File: config.mk
export PLATFORM = sky130hd
export DESIGN_NAME = psx_shell_top
export DESIGN_NICKNAME = d
export VERILOG_FILES = /design/src/loader_pkg.sv /design/src/fb_pkg.sv /design/src/ram_loader.sv /design/src/media_tracker.sv /design/src/fb_setup.sv /design/src/psx_shell_top.sv
export SDC_FILE = /design/constraint.sdc
export NUM_CORES = 1
export LEC_CHECK = 0
export ABC_CLOCK_PERIOD_IN_PS = 5400
export BUFFER_PORTS_ARGS = -buffer_cell sky130_fd_sc_hd__buf_4
export CAP_MARGIN = 30
export CORE_AREA = 2 2 155 157
export CTS_BUF_LIST = sky130_fd_sc_hd__clkbuf_16
export DETAILED_ROUTE_END_ITERATION = 8
export DIE_AREA = 0 0 157 159
export GPL_TIMING_DRIVEN = 0
export MAX_ROUTING_LAYER = met4
export REMOVE_ABC_BUFFERS = 1
export SLEW_MARGIN = 20
export SYNTH_ARGS = -nofsm -noshare
export SYNTH_HDL_FRONTEND = slang
export SYNTH_HIERARCHICAL = 1
export SYNTH_SLANG_ARGS = --single-unit
File: constraint.sdc
create_clock -name clk_1x -period 5.4 [get_ports clk_1x]
set_clock_uncertainty 0.2 [all_clocks]
set_input_delay 1.62 -clock clk_1x [delete_from_list [all_inputs] [get_ports clk_1x]]
set_output_delay 1.62 -clock clk_1x [all_outputs]
set_load 0.01 [all_outputs]
File: src/loader_pkg.sv
// Download kinds, RAM base addresses, loader widths and mount slot numbers
`default_nettype none

package loader_pkg;

	// Field widths
	localparam int DL_ADDR_W   = 27;
	localparam int RAM_WORD_W  = 32;
	localparam int RAM_BE_W    = 4;
	localparam int HOST_HALF_W = 16;
	localparam int DL_INDEX_W  = 8;
	localparam int DISC_SIZE_W = 30;
	localparam int IMG_SIZE_W  = 64;

	typedef logic [DL_ADDR_W-1:0]   dl_addr_t;
	typedef logic [RAM_WORD_W-1:0]  ram_word_t;
	typedef logic [RAM_BE_W-1:0]    ram_be_t;
	typedef logic [HOST_HALF_W-1:0] host_half_t;
	typedef logic [DL_INDEX_W-1:0]  dl_index_t;
	typedef logic [DISC_SIZE_W-1:0] disc_size_t;
	typedef logic [IMG_SIZE_W-1:0]  img_size_t;

	// Host download indices, disc index is matched on bits 5:0 only
	localparam dl_index_t DL_IDX_BIOS = 8'd0;
	localparam dl_index_t DL_IDX_EXE  = 8'd1;
	localparam dl_index_t DL_IDX_DISC = 8'd2;

	// Where each kind lands in main RAM
	localparam dl_addr_t BIOS_BASE = 27'd2097152;
	localparam dl_addr_t EXE_BASE  = 27'd4194304;

	// Storage mount slots
	localparam int SLOT_DISC   = 1;
	localparam int SLOT_CARD1  = 2;
	localparam int SLOT_CARD2  = 3;
	localparam int MOUNT_SLOTS = 4;

endpackage

`default_nettype wire

File: src/fb_pkg.sv
// Framebuffer base address, line stride, full-view size and pixel format codes
`default_nettype none

package fb_pkg;

	localparam int FB_DIM_W    = 12;
	localparam int FB_ADDR_W   = 32;
	localparam int FB_FORMAT_W = 5;

	typedef logic [FB_DIM_W-1:0]    fb_dim_t;
	typedef logic [FB_ADDR_W-1:0]   fb_addr_t;
	typedef logic [FB_FORMAT_W-1:0] fb_format_t;

	// VRAM image in DDR3
	localparam fb_addr_t FB_BASE_ADDR       = 32'h3000_0000;
	localparam fb_addr_t FB_STRIDE          = 32'd2048;
	localparam fb_addr_t FB_BYTES_PER_PIXEL = 32'd2;

	// Whole VRAM shown in full view
	localparam fb_dim_t FB_FULL_WIDTH  = 12'd1024;
	localparam fb_dim_t FB_FULL_HEIGHT = 12'd512;

	// Scaler format codes, bits 2:0 give depth
	localparam fb_format_t FB_FMT_RGB16 = 5'b01100;
	localparam fb_format_t FB_FMT_RGB24 = 5'b00101;

endpackage

`default_nettype wire

File: src/ram_loader.sv
// Download classifier, half-word packer with host wait flag and RAM write port mux
`timescale 1ns/1ns
`default_nettype none

module ram_loader
	import loader_pkg::*;
(
	input  wire        clk_1x,
	input  wire        arst_n,
	input  wire        ioctl_download,
	input  dl_index_t  ioctl_index,
	input  dl_addr_t   ioctl_addr,
	input  wire        ioctl_wr,
	input  host_half_t ioctl_dout,
	output logic       ioctl_wait,
	input  dl_addr_t   core_wr_addr,
	input  ram_word_t  core_wr_data,
	input  ram_be_t    core_wr_be,
	input  wire        core_wr_req,
	output logic       core_wr_ack,
	output dl_addr_t   ram_wr_addr,
	output ram_word_t  ram_wr_data,
	output ram_be_t    ram_wr_be,
	output logic       ram_wr_req,
	input  wire        ram_wr_ack,
	output logic       exe_load,
	output logic       disc_dl_done,
	output disc_size_t disc_dl_size
);

	logic      bios_dl;
	logic      exe_dl;
	logic      disc_dl;
	logic      exe_dl_q;
	logic      disc_dl_q;
	logic      ram_dl_active;
	logic      dl_wr_req;
	dl_addr_t  dl_addr;
	ram_word_t dl_data;

	// ==================================================================
	// Download classification
	// ==================================================================
	always_ff @(posedge clk_1x or negedge arst_n) begin
		if (!arst_n) begin
			bios_dl   <= 1'b0;
			exe_dl    <= 1'b0;
			disc_dl   <= 1'b0;
			exe_dl_q  <= 1'b0;
			disc_dl_q <= 1'b0;
		end else begin
			bios_dl   <= ioctl_download && (ioctl_index == DL_IDX_BIOS);
			exe_dl    <= ioctl_download && (ioctl_index == DL_IDX_EXE);
			disc_dl   <= ioctl_download && (ioctl_index[5:0] == DL_IDX_DISC[5:0]);
			exe_dl_q  <= exe_dl;
			disc_dl_q <= disc_dl;
		end
	end

	// Only firmware and programs go to RAM
	assign ram_dl_active = bios_dl | exe_dl;

	// ==================================================================
	// Half packing and host handshake
	// ==================================================================
	always_ff @(posedge clk_1x or negedge arst_n) begin
		if (!arst_n) begin
			dl_wr_req  <= 1'b0;
			ioctl_wait <= 1'b0;
		end else begin
			dl_wr_req <= 1'b0;
			if (ram_dl_active) begin
				// Word complete, hold host until RAM takes it
				if (ioctl_wr && ioctl_addr[1]) begin
					dl_wr_req  <= 1'b1;
					ioctl_wait <= 1'b1;
				end
				if (ram_wr_ack) begin
					ioctl_wait <= 1'b0;
				end
			end else begin
				ioctl_wait <= 1'b0;
			end
		end
	end

	// Word assembly
	always_ff @(posedge clk_1x) begin
		if (ram_dl_active && ioctl_wr) begin
			if (!ioctl_addr[1]) begin
				dl_data[15:0] <= ioctl_dout;
				dl_addr       <= ioctl_addr + (bios_dl ? BIOS_BASE : EXE_BASE);
			end else begin
				dl_data[31:16] <= ioctl_dout;
			end
		end
	end

	// ==================================================================
	// End of download events
	// ==================================================================
	always_ff @(posedge clk_1x or negedge arst_n) begin
		if (!arst_n) begin
			exe_load     <= 1'b0;
			disc_dl_done <= 1'b0;
		end else begin
			exe_load     <= exe_dl_q & ~exe_dl;
			disc_dl_done <= disc_dl_q & ~disc_dl;
		end
	end

	// Last host address is the image length
	always_ff @(posedge clk_1x) begin
		if (disc_dl_q && !disc_dl) begin
			disc_dl_size <= disc_size_t'(ioctl_addr);
		end
	end

	// Write port goes to the loader while it runs
	always_comb begin
		if (ram_dl_active) begin
			ram_wr_addr = dl_addr;
			ram_wr_data = dl_data;
			ram_wr_be   = '1;
			ram_wr_req  = dl_wr_req;
			core_wr_ack = 1'b0;
		end else begin
			ram_wr_addr = core_wr_addr;
			ram_wr_data = core_wr_data;
			ram_wr_be   = core_wr_be;
			ram_wr_req  = core_wr_req;
			core_wr_ack = ram_wr_ack;
		end
	end

endmodule

`default_nettype wire

File: src/media_tracker.sv
// Disc and memory card mount state with memory card load and save triggers
`timescale 1ns/1ns
`default_nettype none

module media_tracker
	import loader_pkg::*;
(
	input  wire                   clk_1x,
	input  wire                   arst_n,
	input  wire [MOUNT_SLOTS-1:0] img_mounted,
	input  img_size_t             img_size,
	input  wire                   disc_dl_done,
	input  disc_size_t            disc_dl_size,
	input  wire                   opt_card_load,
	input  wire                   opt_card_save,
	input  wire                   opt_autosave,
	input  wire                   osd_open,
	output logic                  disc_present,
	output disc_size_t            disc_size,
	output logic                  disc_from_storage,
	output logic                  card1_mounted,
	output logic                  card2_mounted,
	output logic                  card1_load,
	output logic                  card2_load,
	output logic                  card_save
);

	logic img_nonzero;
	logic autosave_req;
	logic card_load_q;
	logic card_save_q;
	logic autosave_q;
	logic load_rise;
	logic save_rise;

	assign img_nonzero  = (img_size != '0);
	assign autosave_req = osd_open & opt_autosave;

	assign load_rise = opt_card_load & ~card_load_q;
	assign save_rise = (opt_card_save & ~card_save_q) | (autosave_req & ~autosave_q);

	// ==================================================================
	// Disc image
	// ==================================================================
	always_ff @(posedge clk_1x or negedge arst_n) begin
		if (!arst_n) begin
			disc_present      <= 1'b0;
			disc_size         <= '0;
			disc_from_storage <= 1'b0;
		end else begin
			if (disc_dl_done) begin
				disc_present      <= 1'b1;
				disc_size         <= disc_dl_size;
				disc_from_storage <= 1'b0;
			end
			// Storage mount has the last word
			if (img_mounted[SLOT_DISC]) begin
				if (img_nonzero) begin
					disc_present      <= 1'b1;
					disc_size         <= img_size[DISC_SIZE_W-1:0];
					disc_from_storage <= 1'b1;
				end else begin
					disc_present <= 1'b0;
				end
			end
		end
	end

	// ==================================================================
	// Memory cards
	// ==================================================================
	always_ff @(posedge clk_1x or negedge arst_n) begin
		if (!arst_n) begin
			card1_mounted <= 1'b0;
			card2_mounted <= 1'b0;
		end else begin
			if (img_mounted[SLOT_CARD1]) begin
				card1_mounted <= img_nonzero;
			end
			if (img_mounted[SLOT_CARD2]) begin
				card2_mounted <= img_nonzero;
			end
		end
	end

	// Option edge history
	always_ff @(posedge clk_1x or negedge arst_n) begin
		if (!arst_n) begin
			card_load_q <= 1'b0;
			card_save_q <= 1'b0;
			autosave_q  <= 1'b0;
		end else begin
			card_load_q <= opt_card_load;
			card_save_q <= opt_card_save;
			autosave_q  <= autosave_req;
		end
	end

	// Load after a fresh mount or on request, save on request or menu open
	always_ff @(posedge clk_1x or negedge arst_n) begin
		if (!arst_n) begin
			card1_load <= 1'b0;
			card2_load <= 1'b0;
			card_save  <= 1'b0;
		end else begin
			card1_load <= (img_mounted[SLOT_CARD1] & img_nonzero) | load_rise;
			card2_load <= (img_mounted[SLOT_CARD2] & img_nonzero) | load_rise;
			card_save  <= save_rise;
		end
	end

endmodule

`default_nettype wire

File: src/fb_setup.sv
// Registered framebuffer base, size and pixel format for the scaler
`timescale 1ns/1ns
`default_nettype none

module fb_setup
	import fb_pkg::*;
(
	input  wire        clk_1x,
	input  wire        arst_n,
	input  wire        opt_full_view,
	input  wire        opt_color24,
	input  fb_dim_t    display_width,
	input  fb_dim_t    display_height,
	input  wire [9:0]  display_offset_x,
	input  wire [8:0]  display_offset_y,
	output fb_addr_t   fb_base,
	output fb_dim_t    fb_width,
	output fb_dim_t    fb_height,
	output fb_format_t fb_format
);

	fb_addr_t view_base;

	// Top-left pixel of the displayed area inside VRAM
	assign view_base = FB_BASE_ADDR
		+ fb_addr_t'(display_offset_x) * FB_BYTES_PER_PIXEL
		+ fb_addr_t'(display_offset_y) * FB_STRIDE;

	always_ff @(posedge clk_1x or negedge arst_n) begin
		if (!arst_n) begin
			fb_base   <= '0;
			fb_width  <= '0;
			fb_height <= '0;
			fb_format <= '0;
		end else begin
			if (opt_full_view) begin
				fb_base   <= FB_BASE_ADDR;
				fb_width  <= FB_FULL_WIDTH;
				fb_height <= FB_FULL_HEIGHT;
			end else begin
				fb_base   <= view_base;
				fb_width  <= display_width;
				fb_height <= display_height;
			end
			fb_format <= opt_color24 ? FB_FMT_RGB24 : FB_FMT_RGB16;
		end
	end

endmodule

`default_nettype wire

File: src/psx_shell_top.sv
// Shell top level joining loader, media tracker and framebuffer setup
`timescale 1ns/1ns
`default_nettype none

module psx_shell_top
	import loader_pkg::*;
	import fb_pkg::*;
(
	input  wire                   clk_1x,
	input  wire                   arst_n,
	// Host downloads
	input  wire                   ioctl_download,
	input  dl_index_t             ioctl_index,
	input  dl_addr_t              ioctl_addr,
	input  wire                   ioctl_wr,
	input  host_half_t            ioctl_dout,
	output logic                  ioctl_wait,
	// Core and RAM write port
	input  dl_addr_t              core_wr_addr,
	input  ram_word_t             core_wr_data,
	input  ram_be_t               core_wr_be,
	input  wire                   core_wr_req,
	output logic                  core_wr_ack,
	output dl_addr_t              ram_wr_addr,
	output ram_word_t             ram_wr_data,
	output ram_be_t               ram_wr_be,
	output logic                  ram_wr_req,
	input  wire                   ram_wr_ack,
	output logic                  exe_load,
	// Storage media
	input  wire [MOUNT_SLOTS-1:0] img_mounted,
	input  img_size_t             img_size,
	input  wire                   opt_card_load,
	input  wire                   opt_card_save,
	input  wire                   opt_autosave,
	input  wire                   osd_open,
	output logic                  disc_present,
	output disc_size_t            disc_size,
	output logic                  disc_from_storage,
	output logic                  card1_mounted,
	output logic                  card2_mounted,
	output logic                  card1_load,
	output logic                  card2_load,
	output logic                  card_save,
	// Framebuffer
	input  wire                   opt_full_view,
	input  wire                   opt_color24,
	input  fb_dim_t               display_width,
	input  fb_dim_t               display_height,
	input  wire [9:0]             display_offset_x,
	input  wire [8:0]             display_offset_y,
	output fb_addr_t              fb_base,
	output fb_dim_t               fb_width,
	output fb_dim_t               fb_height,
	output fb_format_t            fb_format
);

	// Disc download result into the media tracker
	logic       disc_dl_done;
	disc_size_t disc_dl_size;

	ram_loader u_ram_loader (
		.clk_1x         (clk_1x),
		.arst_n         (arst_n),
		.ioctl_download (ioctl_download),
		.ioctl_index    (ioctl_index),
		.ioctl_addr     (ioctl_addr),
		.ioctl_wr       (ioctl_wr),
		.ioctl_dout     (ioctl_dout),
		.ioctl_wait     (ioctl_wait),
		.core_wr_addr   (core_wr_addr),
		.core_wr_data   (core_wr_data),
		.core_wr_be     (core_wr_be),
		.core_wr_req    (core_wr_req),
		.core_wr_ack    (core_wr_ack),
		.ram_wr_addr    (ram_wr_addr),
		.ram_wr_data    (ram_wr_data),
		.ram_wr_be      (ram_wr_be),
		.ram_wr_req     (ram_wr_req),
		.ram_wr_ack     (ram_wr_ack),
		.exe_load       (exe_load),
		.disc_dl_done   (disc_dl_done),
		.disc_dl_size   (disc_dl_size)
	);

	media_tracker u_media_tracker (
		.clk_1x            (clk_1x),
		.arst_n            (arst_n),
		.img_mounted       (img_mounted),
		.img_size          (img_size),
		.disc_dl_done      (disc_dl_done),
		.disc_dl_size      (disc_dl_size),
		.opt_card_load     (opt_card_load),
		.opt_card_save     (opt_card_save),
		.opt_autosave      (opt_autosave),
		.osd_open          (osd_open),
		.disc_present      (disc_present),
		.disc_size         (disc_size),
		.disc_from_storage (disc_from_storage),
		.card1_mounted     (card1_mounted),
		.card2_mounted     (card2_mounted),
		.card1_load        (card1_load),
		.card2_load        (card2_load),
		.card_save         (card_save)
	);

	fb_setup u_fb_setup (
		.clk_1x           (clk_1x),
		.arst_n           (arst_n),
		.opt_full_view    (opt_full_view),
		.opt_color24      (opt_color24),
		.display_width    (display_width),
		.display_height   (display_height),
		.display_offset_x (display_offset_x),
		.display_offset_y (display_offset_y),
		.fb_base          (fb_base),
		.fb_width         (fb_width),
		.fb_height        (fb_height),
		.fb_format        (fb_format)
	);

endmodule

`default_nettype wire

======== After elaboration in Yosys (flattened, before gate mapping) ========
Index checks and enable logic that the tools add are counted.
cells by class
  reductions and logical operators ........ 12
  add/sub/neg operators ................... 3
  mux-type cells .......................... 24
  bitwise operators ....................... 18
  equal/unequal tests ..................... 3
operators by type and width
  cell                    count
  $mux 30                 3
  $mux 32                 2
  $reduce_bool 64->1      1
  $add 32x20->32          1
  $add 30x11->31 const A  1
  $add 27x27->27          1
  $mux 27                 1
  $mux 12                 2
  $mux 23                 1
  $mux 1                  13
  $and 1x1->1             8
  $eq 8x1->1 const B      1
  $logic_not 8->1         1
  $mux 4                  2
  $eq 6x2->1 const B      1
  $logic_and 1x1->1       6
  $not 1->1               6
  $or 1x1->1              4
  $reduce_and 2->1        2
  $ne 3x3->1 const B      1
  $reduce_bool 2->1       1
  $logic_not 1->1         1
word-level totals
  register bits ........................... 196
  bits of input ports ..................... 237
  word-level logic and storage cells ...... 88

======== Logic depth before layout (Yosys ltp) ========
  depth in word-level cells ............... 4
  depth in mapped cells ................... 7

======== By module ========
The synthesis kept the hierarchy.
by module, submodules not included
  module         area each (µm²)  cells each  instances  sequential area each (µm²)
  ram_loader     4,012.6          204         1          2,807.7
  media_tracker  2,088.3          147         1          1,001.0
  fb_setup       1,570.3          111         1          1,151.1

======== Worst setup path after synthesis ========
OpenSTA, ideal clock, no wires.
  kind .................................... input -> register
  start point ............................. in ioctl_addr[1]
  end point ............................... reg u_ram_loader.dl_addr[0], enable pin
  setup slack ............................. -0.120 ns
  library setup time ...................... 0.506 ns
  arrival time ............................ 4.813 ns
  path buffers ............................ 0
  cell stages on the path ................. 1
  cell sequence ........................... nor3b_1
between the ends
  word-level cells in the longest chain between the ends .. 2
ends and longest elaborated chain
  element                     RTL line             RTL
  from (decl)                 psx_shell_top.sv:14  input dl_addr_t ioctl_addr,
  $not 1->1 (no line)         -
  $reduce_and 2->1 (no line)  -
  to (signal assigned)        ram_loader.sv:92     dl_addr <= ioctl_addr + (bios_dl ? BIOS_BASE : EXE_BASE);
  to (decl)                   ram_loader.sv:38     dl_addr_t dl_addr;
Every way passes these cells.
A chain may end at the register's enable or synchronous reset.

======== Worst setup path after layout ========
  start point ............................. reg u_ram_loader.bios_dl
  end point ............................... out ram_wr_data[21]
between the ends
  word-level cells in the longest chain between the ends .. 2
ends and longest elaborated chain
  element                 RTL line             RTL
  from (decl)             ram_loader.sv:31     logic bios_dl;
  from (signal assigned)  ram_loader.sv:52     bios_dl <= ioctl_download && (ioctl_index == DL_IDX_BIOS);
  $or 1x1->1              ram_loader.sv:61     assign ram_dl_active = bios_dl | exe_dl;
  $mux 32                 ram_loader.sv:121    if (ram_dl_active) begin
  to (decl)               psx_shell_top.sv:25  output ram_word_t ram_wr_data,
Every way passes these cells.

==> reports/metrics.cfg <==
[layout]
syn_to_final_growth_pct = 49.16
fin_nets = 1095
drive_above_1_share_pct = 63.67
fillers = 2116

[floorplanning]
core-area_um2 = 23190
rows = 56
ios = 402
die_area_um2 = 24960
die_h_um = 159
die_w_um = 157
start_util_pct = 33.08

[setup_path]
startpoint_type = register
endpoint_kind = output port
path_class = register to output port
crit_start = u_ram_loader/bios_dl
worst_r2r_path_depth = 7
r2r-end = u_ram_loader/dl_addr[14]
path_max_fanout = 21
r2r_slack_ps = 2610
reg2reg_from = u_ram_loader/bios_dl
worstPathRequired_ps = 3580
critPathArrivalTime_ps = 2420

[sta]
relSlewSlack_pct = 43.51
min_period_over_period_pct = 78.58
slew_viol_final = 0
fmax_mhz = 235.7
fin_crit_ps = 4243
whs_ps = 232.4
setup_slack_ps = 1157
worst_pin_slew_ps = 847.4
final_hold_viol_count = 0
setup_viol = 0
rsz0062_at_grt = no

[run]
drv_cap = 0

[logic_synthesis]
netlist_area_um2 = 7671
syn_area_per_cell_um2 = 16.60
synth_top_area_cell = edfxtp_1
synth_area_leaders = edfxtp_1 34%, dfrtp_1 31%, mux2_4 14%, mux2_2 6.9%, nor2b_1 3.4%
ys_warn_count = 6
ys_types = 35
netlist.area_leader.share_pct = 33.66
ys_seq_area_share_pct = 64.66
ys_ff_latch = 181
syn_inst = 462

[power]
power_density_nw_per_um2 = 273.7
p_seq_share_pct = 48.2
peakVddDrop_v = 0.0001876
pwr-share-clk_pct = 37.2
leakage_nw = 5.362
internal_power_mw = 2.398
netSwitchingFraction_pct = 23.42
comb_power_share_pct = 14.6
power_switching_mw = 0.7333
power.total_mw = 3.131

[place]
hpwlAfterDp_mm = 17.36
gp_congestion = 0.7167
pre_cts_slack_ps = 818.6
numPortBuffers = 387

[cts]
cts-root-buf = clkbuf_16
cts_hold_buf = 0
clk_latency_ps = 410
cts_made_buffers = 17
ctsResizeCount = 0
clockBufferDepth = 2
postCtsSetupBuffers = 0
cts_tree = built
cts.sink_count = 181
clkTransAtPathRegs_ps = 70
cts.htree.levels = 4

[worst_hold_path]
hold_path.class = register to register
hold_depth = 0
holdPathEnd = u_ram_loader/disc_dl_q
hp-start = u_ram_loader/disc_dl

[detailed_routing]
routed-via-count = 5197
drtPass1Iterations = 4
vias_per_cell = 4.367
drt_iter0_drc = 176
routedWlPerCell_um = 18.53
drcViolationCount = 0
drt_wl_total_mm = 22.05
ant_nets = 0

[outcome]
outcome = finished clean

[global_route]
grt_usage_pct = 18.14
grt_pass1_wl_mm = 32.23
overflow = 0
antenna_found_initial = 4
first_global_vias = 5609
grt_max_degree = 96

[worst max-delay path, cell delays in order (launching register included)]
cell and delay (ps):
dfrtp_1 500, nor2_4 360, buf_16 230, buf_12 200, buf_12 210, mux2_4 320
buf_4 140
[sequential cells by signal, indices dropped and copies added, names as in the netlist, 2 cells and up]
signal                     count
u_fb_setup/fb_width           12
u_fb_setup/fb_height          12
u_ram_loader/disc_dl_size     27
u_ram_loader/dl_data          32
u_fb_setup/fb_base            20
u_media_tracker/disc_size     30
u_fb_setup/fb_format           2
u_ram_loader/dl_addr          27
[cell usage in the layout, fill, tap and decap left out, drive strengths merged]
cell type / count
nand2b: 2
a21o: 1
nor2: 8
fa: 1
xor2: 1
edfxtp: 86
nor2b: 42
or3: 4
and2b: 1
dfrtp: 95
and3b: 2
diode: 4
o22ai: 1
nand4: 5
clkinv: 2
nand2: 6
o21ai: 4
nor3b: 1
ha: 2
clkinvlp: 1
mux2: 120
clkbuf: 18
or2: 2
buf: 397
xnor2: 3
conb: 17
nor4b: 1
nor3: 2
nor4: 18
inv: 20
and2: 1
a21oi: 3
[worst max path at each step]
stage,to,slack (ps),cells after the start
floorplan,u_ram_loader/dl_addr[0],-2860,2
global placement,u_ram_loader/dl_addr[12],-9000,2
detailed placement,u_media_tracker/disc_size[0],820,6
CTS,ram_wr_data[21],1080,6
global route,ram_wr_addr[10],980,6
finish,ram_wr_data[21],1160,6
[cells by family after synthesis]
| family | count (synthesis) | share of synthesized area (%) |
|---|---|---|
| AO/OA/AOI/OAI | 9 | 0.6362 |
| XOR/XNOR | 4 | 0.4568 |
| adder cells (fa/ha/maj) | 3 | 0.5871 |
| buffers and inverters | 47 | 4.861 |
| flip-flops | 181 | 64.66 |
| multiplexers | 120 | 21.19 |
| other | 3 | 0.1468 |
| AND/OR/NAND/NOR | 95 | 7.470 |
[power by group through the flow]
| stage | combinational [mW] | clock [mW] | sequential, mW |
|---|---|---|---|
| after floorplan | 0.140 | 0 | 1.56 |
| after global placement | 0.459 | 0 | 1.54 |
| after detailed placement | 0.462 | 0 | 1.54 |
| after CTS | 0.463 | 1.21 | 1.51 |
| after global routing | 0.492 | 1.27 | 1.51 |
| final | 0.459 | 1.16 | 1.51 |
[metal layers]
layer	wire length (um)	global-route usage [%]	part of all wire (%)
met5	0	-	0
met4	355	5.922	1.6
met2	11300	30.98	51
met3	2154	6.206	9.8
met1	8236	19.69	37
[layout make-up]
class	instances	area, um2	area share, %
antenna	4	10.01	0.08748
multi-input combinational	248	2419	21.14
clock buffer	18	450.4	3.937
sequential	181	4961	43.36
tap	319	399.1	3.488
clock inverter	13	96.34	0.8420
inverter	10	37.54	0.3280
timing repair buffer	397	3069	26.82
[through the flow]
step,area (um2),util [%],setup TNS (ps),instances
floorplan,7388,-,-197530,439
global placement,10690,46.10,-598800,1145
detailed placement,10860,46.82,0,1154
CTS,11400,49.17,0,1185
global route,11440,49.34,0,1190
finish,11440,49.34,0,1190
[synth_stat cells]
cell,number
buf_2,4
and2b_1,1
and2_1,1
nor3_1,2
nor4_2,1
conb_1,3
nor3b_1,1
mux2_2,47
or3_1,4
nand4_1,5
nor2b_1,42
mux2_4,73
buf_8,4
o22ai_1,1
nor4_1,17
and3b_1,2
nor2_1,8
xor2_1,1
a21o_1,1
buf_12,3
clkbuf_1,4
inv_1,10
or2_1,2
nand2b_1,2
nor4b_1,1
buf_6,4
edfxtp_1,86
dfrtp_1,95
fa_1,1
ha_1,2
a21oi_1,3
nand2_1,6
o21ai_0,4
buf_4,18
xnor2_1,3
No activity file was read; power rests on OpenSTA's default activity.
